===== src/include/fetch_consts.svh =====
`ifndef FETCH_CONSTS_SVH
`define FETCH_CONSTS_SVH

// ~~~~~~~~~~~~~~~~~~~~~~~~~~~~~~~~~~~~~~~
// Cache geometry
// ~~~~~~~~~~~~~~~~~~~~~~~~~~~~~~~~~~~~~~~

// Byte offset within a line, 16 bytes or four words
`define FETCH_OFFSET_BITS 4
// Line index, four lines
`define FETCH_INDEX_BITS 2

// ~~~~~~~~~~~~~~~~~~~~~~~~~~~~~~~~~~~~~~~
// Address map and bus
// ~~~~~~~~~~~~~~~~~~~~~~~~~~~~~~~~~~~~~~~

`define FETCH_RESET_PC 32'h3000_0000
// Top address byte of the on-chip region that bypasses the cache
`define FETCH_UNCACHED_TOP 8'h0f
// arlen for a full line, four beats
`define FETCH_BURST_LEN 3

`endif


===== src/fetch_pkg.sv =====
`default_nettype none

`include "fetch_consts.svh"

package fetch_pkg;

  // Plain 32-bit word or byte address
  typedef logic [31:0] word_t;

  // Address fields above the line offset
  typedef logic [31-`FETCH_OFFSET_BITS-`FETCH_INDEX_BITS:0] tag_t;
  typedef logic [`FETCH_INDEX_BITS-1:0] index_t;

  // Word 0 of the line in the low 32 bits
  typedef logic [(8 << `FETCH_OFFSET_BITS)-1:0] line_t;

  // One fetched instruction toward decode
  typedef struct packed {
    word_t pc;
    word_t inst;
    logic  fault;
  } fetch_entry_t;

endpackage

`default_nettype wire


===== src/fetch_sequencer.sv =====
`timescale 1ns/1ps
`default_nettype none

`include "fetch_consts.svh"

module fetch_sequencer (
  input  logic                   clock,
  input  logic                   reset,
  input  logic                   redirect,
  input  fetch_pkg::word_t       redirect_pc,
  output fetch_pkg::word_t       lookup_pc,
  input  logic                   hit,
  input  fetch_pkg::line_t       hit_line,
  output logic                   fill_req,
  output fetch_pkg::word_t       fill_addr,
  output logic                   fill_uncached,
  input  logic                   fill_done,
  input  fetch_pkg::line_t       fill_line,
  input  fetch_pkg::word_t       fill_word,
  output logic                   line_we,
  output fetch_pkg::index_t      line_index,
  output fetch_pkg::tag_t        line_tag,
  output fetch_pkg::line_t       line_data,
  output logic                   push,
  output fetch_pkg::fetch_entry_t push_entry,
  input  logic                   full,
  output logic                   drop
);

  typedef enum logic [1:0] {st_lookup, st_wait_fill, st_halted} state_t;

  state_t           state;
  fetch_pkg::word_t pc;
  fetch_pkg::word_t hit_word;
  logic             discard;
  logic             aligned;
  logic             uncached;
  logic             take_hit;
  logic             take_fault;
  logic             take_word;
  logic             start_fill;

  assign lookup_pc = pc;
  assign aligned   = (pc[1:0] == 2'b00);
  assign uncached  = (pc[31:24] == `FETCH_UNCACHED_TOP);
  assign hit_word  = hit_line[pc[`FETCH_OFFSET_BITS-1:2]*32 +: 32];

  // ~~~~~~~~~~~~~~~~~~~~~~~~~~~~~~~~~~~~~~~
  // Decisions for this cycle
  // ~~~~~~~~~~~~~~~~~~~~~~~~~~~~~~~~~~~~~~~

  assign take_hit   = (state == st_lookup) && aligned && hit && !full && !redirect;
  assign take_fault = (state == st_lookup) && !aligned && !full && !redirect;
  // Uncached fill only starts with queue room, so the word always has a slot
  assign start_fill = (state == st_lookup) && aligned && !hit && (!uncached || !full) &&
                      !redirect;
  assign take_word  = (state == st_wait_fill) && fill_done && fill_uncached && !discard &&
                      !redirect;

  assign push     = take_hit || take_fault || take_word;
  assign drop     = redirect;
  assign fill_req = (state == st_wait_fill);

  // Line write always uses the fill address, even after a redirect
  assign line_we    = (state == st_wait_fill) && fill_done && !fill_uncached;
  assign line_index = fill_addr[`FETCH_OFFSET_BITS +: `FETCH_INDEX_BITS];
  assign line_tag   = fill_addr[31:`FETCH_OFFSET_BITS+`FETCH_INDEX_BITS];
  assign line_data  = fill_line;

  always_comb begin
    push_entry = '0;
    push_entry.pc = pc;
    if (take_word) begin
      push_entry.inst = fill_word;
    end else if (take_hit) begin
      push_entry.inst = hit_word;
    end
    push_entry.fault = take_fault;
  end

  always_ff @(posedge clock) begin
    if (start_fill) begin
      fill_addr     <= uncached ? pc : {pc[31:`FETCH_OFFSET_BITS], {`FETCH_OFFSET_BITS{1'b0}}};
      fill_uncached <= uncached;
    end
  end

  always_ff @(posedge clock) begin
    if (reset) begin
      state   <= st_lookup;
      pc      <= `FETCH_RESET_PC;
      discard <= 1'b0;
    end else begin
      if (redirect) begin
        pc <= redirect_pc;
      end else if (take_hit || take_word) begin
        pc <= pc + 32'd4;
      end
      case (state)
        st_lookup: begin
          if (start_fill) begin
            state <= st_wait_fill;
          end else if (take_fault) begin
            state <= st_halted;
          end
        end
        st_wait_fill: begin
          if (fill_done) begin
            state   <= st_lookup;
            discard <= 1'b0;
          end else if (redirect) begin
            discard <= 1'b1;
          end
        end
        default: begin
          if (redirect) state <= st_lookup;
        end
      endcase
    end
  end

endmodule

`default_nettype wire


===== src/icache_array.sv =====
`timescale 1ns/1ps
`default_nettype none

`include "fetch_consts.svh"

module icache_array (
  input  logic              clock,
  input  logic              reset,
  input  logic              flush,
  input  fetch_pkg::word_t  lookup_pc,
  output logic              hit,
  output fetch_pkg::line_t  hit_line,
  input  logic              line_we,
  input  fetch_pkg::index_t line_index,
  input  fetch_pkg::tag_t   line_tag,
  input  fetch_pkg::line_t  line_data
);

  localparam int num_lines = 1 << `FETCH_INDEX_BITS;

  fetch_pkg::tag_t   tags [0:num_lines-1];
  fetch_pkg::line_t  lines [0:num_lines-1];
  logic [num_lines-1:0] valid;

  fetch_pkg::index_t lookup_index;
  fetch_pkg::tag_t   lookup_tag;
  logic              uncached;

  // ~~~~~~~~~~~~~~~~~~~~~~~~~~~~~~~~~~~~~~~
  // Lookup
  // ~~~~~~~~~~~~~~~~~~~~~~~~~~~~~~~~~~~~~~~

  assign lookup_index = lookup_pc[`FETCH_OFFSET_BITS +: `FETCH_INDEX_BITS];
  assign lookup_tag   = lookup_pc[31:`FETCH_OFFSET_BITS+`FETCH_INDEX_BITS];
  assign uncached     = (lookup_pc[31:24] == `FETCH_UNCACHED_TOP);

  assign hit      = !uncached && valid[lookup_index] && (tags[lookup_index] == lookup_tag);
  assign hit_line = lines[lookup_index];

  // ~~~~~~~~~~~~~~~~~~~~~~~~~~~~~~~~~~~~~~~
  // Update
  // ~~~~~~~~~~~~~~~~~~~~~~~~~~~~~~~~~~~~~~~

  // Flush first, so a line landing in the same cycle survives
  always_ff @(posedge clock) begin
    if (reset) begin
      valid <= '0;
    end else begin
      if (flush) valid <= '0;
      if (line_we) valid[line_index] <= 1'b1;
    end
  end

  always_ff @(posedge clock) begin
    if (line_we) begin
      tags[line_index]  <= line_tag;
      lines[line_index] <= line_data;
    end
  end

endmodule

`default_nettype wire


===== src/refill_engine.sv =====
`timescale 1ns/1ps
`default_nettype none

`include "fetch_consts.svh"

module refill_engine (
  input  logic             clock,
  input  logic             reset,
  input  logic             fill_req,
  input  fetch_pkg::word_t fill_addr,
  input  logic             fill_uncached,
  output logic             fill_done,
  output fetch_pkg::line_t fill_line,
  output fetch_pkg::word_t fill_word,
  output fetch_pkg::word_t araddr,
  output logic [7:0]       arlen,
  output logic             arvalid,
  input  logic             arready,
  input  fetch_pkg::word_t rdata,
  input  logic             rvalid,
  output logic             rready,
  input  logic             rlast
);

  localparam int line_bits = $bits(fetch_pkg::line_t);

  typedef enum logic [1:0] {st_idle, st_addr, st_data, st_done} state_t;

  state_t           state;
  fetch_pkg::line_t line_buf;

  assign arvalid   = (state == st_addr);
  assign rready    = (state == st_data);
  assign fill_done = (state == st_done);
  assign fill_line = line_buf;
  // Single uncached beat lands in the top word
  assign fill_word = line_buf[line_bits-1 -: 32];

  always_ff @(posedge clock) begin
    if (reset) begin
      state <= st_idle;
    end else begin
      case (state)
        st_idle: begin
          if (fill_req) state <= st_addr;
        end
        st_addr: begin
          if (arready) state <= st_data;
        end
        st_data: begin
          if (rvalid && rlast) state <= st_done;
        end
        default: begin
          state <= st_idle;
        end
      endcase
    end
  end

  // ~~~~~~~~~~~~~~~~~~~~~~~~~~~~~~~~~~~~~~~
  // Address and beat capture
  // ~~~~~~~~~~~~~~~~~~~~~~~~~~~~~~~~~~~~~~~

  always_ff @(posedge clock) begin
    if (state == st_idle && fill_req) begin
      araddr <= fill_addr;
      arlen  <= fill_uncached ? 8'd0 : 8'(`FETCH_BURST_LEN);
    end
    // Beats shift in from the top, first beat ends as word 0
    if (state == st_data && rvalid) begin
      line_buf <= {rdata, line_buf[line_bits-1:32]};
    end
  end

endmodule

`default_nettype wire


===== src/fetch_queue.sv =====
`timescale 1ns/1ps
`default_nettype none

module fetch_queue #(
  parameter type entry_t = fetch_pkg::fetch_entry_t,
  parameter int  DEPTH   = 2
) (
  input  logic   clock,
  input  logic   reset,
  input  logic   drop,
  input  logic   push,
  input  entry_t push_data,
  output logic   full,
  output logic   out_valid,
  input  logic   out_ready,
  output entry_t out_data
);

  localparam int ptr_bits = (DEPTH > 1) ? $clog2(DEPTH) : 1;
  localparam int cnt_bits = $clog2(DEPTH + 1);

  entry_t              mem [0:DEPTH-1];
  logic [ptr_bits-1:0] rd_ptr;
  logic [ptr_bits-1:0] wr_ptr;
  logic [cnt_bits-1:0] count;
  logic                do_push;
  logic                do_pop;

  assign full      = (count == cnt_bits'(DEPTH));
  assign out_valid = (count != '0);
  assign out_data  = mem[rd_ptr];
  assign do_push   = push && !full;
  assign do_pop    = out_valid && out_ready;

  always_ff @(posedge clock) begin
    if (do_push) mem[wr_ptr] <= push_data;
  end

  // Drop discards every entry, including one pushed this cycle
  always_ff @(posedge clock) begin
    if (reset || drop) begin
      rd_ptr <= '0;
      wr_ptr <= '0;
      count  <= '0;
    end else begin
      if (do_push) wr_ptr <= (wr_ptr == ptr_bits'(DEPTH - 1)) ? '0 : wr_ptr + 1'b1;
      if (do_pop) rd_ptr <= (rd_ptr == ptr_bits'(DEPTH - 1)) ? '0 : rd_ptr + 1'b1;
      case ({do_push, do_pop})
        2'b10:   count <= count + 1'b1;
        2'b01:   count <= count - 1'b1;
        default: count <= count;
      endcase
    end
  end

endmodule

`default_nettype wire


===== src/fetch_top.sv =====
`timescale 1ns/1ps
`default_nettype none

module fetch_top (
  input  logic             clock,
  input  logic             reset,
  input  logic             redirect,
  input  fetch_pkg::word_t redirect_pc,
  input  logic             flush_cache,
  output fetch_pkg::word_t araddr,
  output logic [7:0]       arlen,
  output logic             arvalid,
  input  logic             arready,
  input  fetch_pkg::word_t rdata,
  input  logic             rvalid,
  output logic             rready,
  input  logic             rlast,
  output logic             out_valid,
  input  logic             out_ready,
  output fetch_pkg::word_t out_pc,
  output fetch_pkg::word_t out_inst,
  output logic             out_fault
);

  fetch_pkg::word_t        lookup_pc, fill_addr, fill_word;
  fetch_pkg::line_t        hit_line, fill_line, line_data;
  fetch_pkg::index_t       line_index;
  fetch_pkg::tag_t         line_tag;
  fetch_pkg::fetch_entry_t push_entry, out_data;
  logic hit, fill_req, fill_uncached, fill_done, line_we, push, full, drop;

  fetch_sequencer u_sequencer (
    .clock(clock), .reset(reset), .redirect(redirect), .redirect_pc(redirect_pc),
    .lookup_pc(lookup_pc), .hit(hit), .hit_line(hit_line),
    .fill_req(fill_req), .fill_addr(fill_addr), .fill_uncached(fill_uncached),
    .fill_done(fill_done), .fill_line(fill_line), .fill_word(fill_word),
    .line_we(line_we), .line_index(line_index), .line_tag(line_tag), .line_data(line_data),
    .push(push), .push_entry(push_entry), .full(full), .drop(drop));

  icache_array u_array (
    .clock(clock), .reset(reset), .flush(flush_cache), .lookup_pc(lookup_pc),
    .hit(hit), .hit_line(hit_line), .line_we(line_we), .line_index(line_index),
    .line_tag(line_tag), .line_data(line_data));

  refill_engine u_refill (
    .clock(clock), .reset(reset), .fill_req(fill_req), .fill_addr(fill_addr),
    .fill_uncached(fill_uncached), .fill_done(fill_done), .fill_line(fill_line),
    .fill_word(fill_word), .araddr(araddr), .arlen(arlen), .arvalid(arvalid),
    .arready(arready), .rdata(rdata), .rvalid(rvalid), .rready(rready), .rlast(rlast));

  fetch_queue #(.entry_t(fetch_pkg::fetch_entry_t), .DEPTH(2)) u_queue (
    .clock(clock), .reset(reset), .drop(drop), .push(push), .push_data(push_entry),
    .full(full), .out_valid(out_valid), .out_ready(out_ready), .out_data(out_data));

  // Decode side fields
  assign out_pc    = out_data.pc;
  assign out_inst  = out_data.inst;
  assign out_fault = out_data.fault;

endmodule

`default_nettype wire


===== config.mk =====
export PLATFORM = sky130hd
export DESIGN_NAME = fetch_top
export DESIGN_NICKNAME = d
export VERILOG_FILES = /design/src/fetch_pkg.sv /design/src/fetch_sequencer.sv /design/src/icache_array.sv /design/src/refill_engine.sv /design/src/fetch_queue.sv /design/src/fetch_top.sv
export VERILOG_INCLUDE_DIRS = /design/src /design/src/include
export SDC_FILE = /design/constraint.sdc
export NUM_CORES = 1
export LEC_CHECK = 0
export BUFFER_PORTS_ARGS = -buffer_cell sky130_fd_sc_hd__buf_2
export CORE_ASPECT_RATIO = 0.75
export CORE_MARGIN = 1
export CORE_UTILIZATION = 61
export CTS_CLUSTER_DIAMETER = 200
export DETAILED_ROUTE_END_ITERATION = 8
export MAX_ROUTING_LAYER = met4
export PLACE_DENSITY = 0.79
export SLEW_MARGIN = 20
export SYNTH_ARGS = -nofsm -noshare
export SYNTH_HDL_FRONTEND = slang
export SYNTH_SLANG_ARGS = --single-unit

===== constraint.sdc =====
create_clock -name clock -period 22.1 [get_ports clock]
set_clock_uncertainty 0.15 [all_clocks]
set_input_delay 3.315 -clock clock [delete_from_list [all_inputs] [get_ports clock]]
set_output_delay 3.315 -clock clock [all_outputs]
set_load 0.05 [all_outputs]

# After elaboration in Yosys (flattened, before gate mapping)
# Memories as Yosys holds them, arrays and structs flattened. A register that Yosys moved wholly into a read port is not among the register bits.
# Index checks and enable logic that the tools add are counted.
# word_totals
n_memories	3
regBits	246
ram_bits	746
# op_classes
bitwise	1
addsub	5
muxes	36
reduce_logical	46
n_shift	1
n_eq_ne	14
order_cmp	3
# memory_table
name	words	width	rd	rd_clocked_by_memory_dff	write_ports	line	text
u_array.lines	4	128	1	1	1	icache_array.sv:22	fetch_pkg::line_t lines [0:num_lines-1];
u_queue.mem	2	65	1	1	1	fetch_queue.sv:22	entry_t mem [0:DEPTH-1];
u_array.tags	4	26	1	1	1	icache_array.sv:21	fetch_pkg::tag_t tags [0:num_lines-1];
# op_table
op	n
2-to-1 mux 32 bit	4
indexed part select 128 x 8 -> 32 bit	1
adder 32 x 3 -> 32 bit, second input constant	1
== test 26 bit	1
2-to-1 mux 2 bit	12
logical AND 1 bit	23
2-to-1 mux 1 bit	12
2-to-1 mux 4 bit	3
== test 2 bit, second input constant	4
== test 8 x 4 -> 1 bit, second input constant	1
case mux 2 bit (2 select lines)	2
nonzero test 2 bit	4
zero test 1 bit	7
== test 2 x 1 -> 1 bit, second input constant	3
zero test 2 bit	3
less-than comparator 2 x 3 -> 1 bit, second input constant	2
inequality test 2 x 1 -> 1 bit, second input constant	3
case mux 2 bit (3 select lines)	1
AND reduction 3 bit	2
logical OR 1 bit	5
OR 4 bit	1
inequality test 3 x 1 -> 1 bit, second input constant	1
nonzero test 3 bit	1
adder 1 bit, second input constant	2
other kinds (7)	7

# Longest topological paths before layout
# depth
depth_word	12
mapped_depth	16

# By module
# A second synthesis with hierarchy kept.
# unflattened
cells_unflattened	1918
area_unflattened_um2	38608.3
# by_module_without_submodules
module	cells_each	area_per_inst_um2	instances
icache_array	901	22758.1	1
fetch_sequencer	562	5595.4	1
refill_engine	226	5351.4	1
fetch_queue	229	4903.5	1

# Least setup slack after synthesis
# OpenSTA, ideal clock, no wires.
# synth_timing
path_kind	reg-to-reg
startpoint	register u_sequencer.state[0]
endpoint	memory u_array.lines[0][0] (netlist bit), enable pin
required_ps	20903
arrival_time_ps	15262
stages_incl_launch_ff	4
path_buffers	0
synth_period_minus_slack_ps	16459
setup_time_ps	1047
setup_slack_ps	5641
cell_sequence	dfxtp_1 > nor2b_1 > nand2_1 > nor4_1
# synth_via
elab_chain_cells	5
# synth_rtl
item	line	text
start, declared	fetch_sequencer.sv:32	state_t state;
start signal, assigned	fetch_sequencer.sv:90	state <= st_lookup;
start signal, assigned	fetch_sequencer.sv:102	state <= st_wait_fill;
start signal, assigned	fetch_sequencer.sv:104	state <= st_halted;
== test 2 x 1 -> 1 bit	fetch_sequencer.sv:65	assign line_we = (state == st_wait_fill) && fill_done && !fill_uncached;
logical AND 1 bit (2 in a row)	fetch_sequencer.sv:65	
2-to-1 mux 1 bit	icache_array.sv:55	if (line_we) begin
2-to-1 mux 1 bit (not written as such)	icache_array.sv:57	lines[line_index] <= line_data;
end, declared	icache_array.sv:22	
# Every way passes these cells.

# Final worst setup path
# layout_timing
startpoint	input redirect
endpoint	memory u_queue.mem[0][3] (netlist bit), enable pin
# layout_via
elab_chain_cells	7
# layout_rtl
item	line	text
start, declared	fetch_top.sv:7	input logic redirect,
zero test 1 bit (*)	fetch_sequencer.sv:52, fetch_sequencer.sv:53, fetch_sequencer.sv:58	
logical AND 1 bit, on equally long branches	fetch_sequencer.sv:52, fetch_sequencer.sv:53	
logical OR 1 bit	fetch_sequencer.sv:60	assign push = take_hit || take_fault || take_word;
logical OR 1 bit (*)	fetch_sequencer.sv:60	
logical AND 1 bit (*)	fetch_queue.sv:32	assign do_push = push && !full;
2-to-1 mux 1 bit (*)	fetch_queue.sv:36	if (do_push) mem[wr_ptr] <= push_data;
2-to-1 mux 1 bit (not written as such) (*)	fetch_queue.sv:36	
end, declared	fetch_queue.sv:22	
# Mark *: on every way between the ends. The rest lies on a longest branch, timed or not.

==> results.toml <==
[floorplanning]
die_w_um = 286
io_pins = 180
dieArea_um2 = 61700
rows = 77
start_util_pct = 62.3
core_area_um2 = 59400
die_y_um = 215

[synth]
synth.area.top_cells = "edfxtp_1, mux4_2, dfxtp_1, mux2_2, mux2i_1"
avgSynthCellArea_um2 = 21.3
yosysUniqueCellTypes = 67
ys_ff_latch = 988
synthCells = 1742
synth_top_area_share_pct = 76.2
yosysWarningCount = 0
syn-cell-area_um2 = 37000
synth_top_area_cell = "edfxtp_1"
async_flop_share_pct = 0
yosysSeqAreaShare_pct = 78.8
yosysMostFrequentCell = "edfxtp_1"
synth_ff_type = "edfxtp_1"
synth_edf_count = 940
synth_commonest_cells = "edfxtp_1, mux4_2, mux2_2"

[cts]
hold_buffers = 0
clkSlewWorstSetupHoldPaths_ns = 0.06
cts_tree = "built"
clk_latency_ns = 0.64
cts_setup_buffers = 0
cts-resized-gates = 0
cts_buffers = 89
clock_sinks = 988
cts_root_buf = "clkbuf_16"
clock_path_buffers = 3
htreeDepth = 3

[critical_path]
cp_max_fo = 37
crit_type = "primary input to register"
reg2reg_depth = 11
worstReg2RegEnd = "u_queue.mem[0][3]"
start_kind = "primary input"
cp.arrival_ns = 6.81
r2r_setup_slack_ns = 15.40
crit_path_start = "redirect"
crit_required_ns = 22.20
crit_path_end_kind = "register"

[global_route]
grt_max_degree = 156
overflow = 0
grt_pass1_wl_um = 117000
grt_antenna_before_repair = 1
grt_use_total_pct = 27.0
grt_pass1_vias = 18194

[detailed_routing]
met2_length_um = 38400
drc = 0
wl_per_cell_um = 28.4
drt_iter0_markers = 2257
drt-met1-wl_um = 32400
vias_per_cell = 6.43
routed_wl_um = 79700
ant_nets = 0
wl_met3_um = 6630
top_layer_used = "met4"
firstDrtPassIters = 5
vias = 18066

[power]
intPower_mw = 3.07
power_mw = 3.93
p_clk_share_pct = 39.4
pwr_density_cell_nw_per_um2 = 94.1
p_comb_share_pct = 5.4
switchingPower_mw = 0.859
ir_drop_uv = 62.0
p_leak_nw = 13.3
switching_share_pct = 21.9
p_seq_share_pct = 55.1

[sta]
drv_slew = 0
setup_viol = 0
fin_crit_sh_pct = 30.4
finalSetupTns_ns = 0
fin_crit_ns = 6.71
fin_ws_ns = 15.39
holdWs_ns = 0.271
timing.fmax_mhz = 149
rsz0062_at_grt = "false"
relSlewSlack_pct = 12.5
worst_slew_pin_slew_ns = 1.31
finalHoldViolations = 0

[placement]
dp_slack_ns = 14.32
routabilityCongestion = 0.891
hpwl_um = 40300
numPortBuffers = 173

[finish]
num_antenna_cells = 0
finalNetCount = 2023
fill_cells = 3406
areaGrowthSynthToFinish_pct = 12.7
drive_above_1_share_pct = 28.7

[run_status]
status = "complete, no violations"

[run]
maxCapViolations = 0

[hold_path]
min_delay_path_depth = 0
worstHoldStart = "u_sequencer.fill_addr[1]"
hold_class = "register to register"
hold_path_end = "u_refill.araddr[1]"
==> power groups by stage <==
stage	Combinational (mW)	Sequential, mW	Clock (mW)
2_1_floorplan	0.134	2.20	0
3_3_place_gp	0.206	2.20	0
3_5_place_dp	0.211	2.20	0
4_1_cts	0.212	2.17	1.57
5_1_grt	0.225	2.17	1.63
6_report	0.213	2.16	1.55
==> stage by stage <==
stage	instances	utilization [%]	area (um2)
5_1_grt	2808	70.2	41700
3_5_place_dp	2641	65.2	38800
6_report	2808	70.2	41700
4_1_cts	2806	70.1	41700
2_1_floorplan	1747	-	37000
3_3_place_gp	2641	65.2	38800
==> sequential cells by signal, summed over array words and instances, names as in the netlist, named ones only <==
name,count
u_refill.araddr,32
u_queue.count,2
u_refill.arlen,1
u_sequencer.discard,1
u_sequencer.fill_addr,32
u_queue.rd_ptr,1
u_queue.wr_ptr,1
u_sequencer.state,2
u_refill.fill_line,128
u_array.tags,104
u_queue.mem,130
u_sequencer.lookup_pc,32
u_array.lines,512
u_sequencer.fill_uncached,1
u_array.valid,4
u_refill.state,2
==> cells by family (layout without fill, tap and decap cells) <==
| logic type | count (synthesis) | count (layout) | synth area share, % |
|---|---|---|---|
| simple gates | 181 | 181 | 2.52 |
| mux | 278 | 278 | 13.7 |
| other cells | 1 | 6 | 0.0101 |
| flops | 988 | 988 | 78.8 |
| compound gates | 152 | 152 | 2.90 |
| buf+inv | 112 | 383 | 1.27 |
| fa+ha+maj | 7 | 7 | 0.237 |
| xor+xnor | 23 | 23 | 0.544 |
==> worst max-delay path by stage <==
stage	slack, ns	end
3_3_place_gp	14.43	u_queue.mem[0][36]
4_1_cts	14.98	u_queue.mem[0][3]
5_1_grt	15.09	u_queue.mem[0][3]
2_1_floorplan	5.64	u_array.lines[0][0]
6_report	15.39	u_queue.mem[0][3]
3_5_place_dp	14.32	u_queue.mem[0][62]
==> cell type report <==
class,instances,area (um2),share of cell area [%]
clock buffers,128,2510,6.02
clock inverters,37,385,0.924
inverters,24,95.1,0.228
multi-input cells,647,7430,17.8
flip-flops and latches,988,29200,70.0
well taps,790,988,2.37
repair buffers,194,1100,2.64
==> per-layer routing <==
metal  GRT usage [%]  vias to the layer above
li1                -                     7565
met1            38.0                     9388
met2            40.4                      971
met3            5.14                      142
met4            8.79                        0
met5               -                        -
==> worst max-delay path: stages <==
cell	delay [ns]
buf_2	0.35
nor3_1	0.28
nand2_1	0.14
nor2_1	0.22
nand4_2	0.60
a21oi_1	0.54
nor2_1	0.16
nor2_4	0.53
buf_4	0.62
==> cell usage in the layout (no fill, tap or decap), types with 4 or more instances in the layout <==
cell       count
a31oi_1        4
clkinv_2      12
dfxtp_4        4
a2111oi_0      6
buf_4         16
o22ai_1        7
mux2_2        67
nand4_1        8
nand2b_1       5
mux2i_1       35
clkbuf_1      31
o21ai_1       11
bufinv_16      8
nor3_1        18
a211oi_1       4
nand3_1       16
edfxtp_1     940
dfxtp_1       43
a21oi_1       42
xor2_1         4
nor2_1        44
nand2_1       37
a21o_1         4
and2_1        10
ha_1           7
mux4_2       176
inv_1         22
conb_1         6
xnor2_1       19
a32oi_1        5
clkbuf_16     94
buf_2        173
or3_1          5
o21ai_0        6
clkinv_1      15
a22o_1        30
nor2b_1        5
No activity file was read; power rests on OpenSTA's default activity.
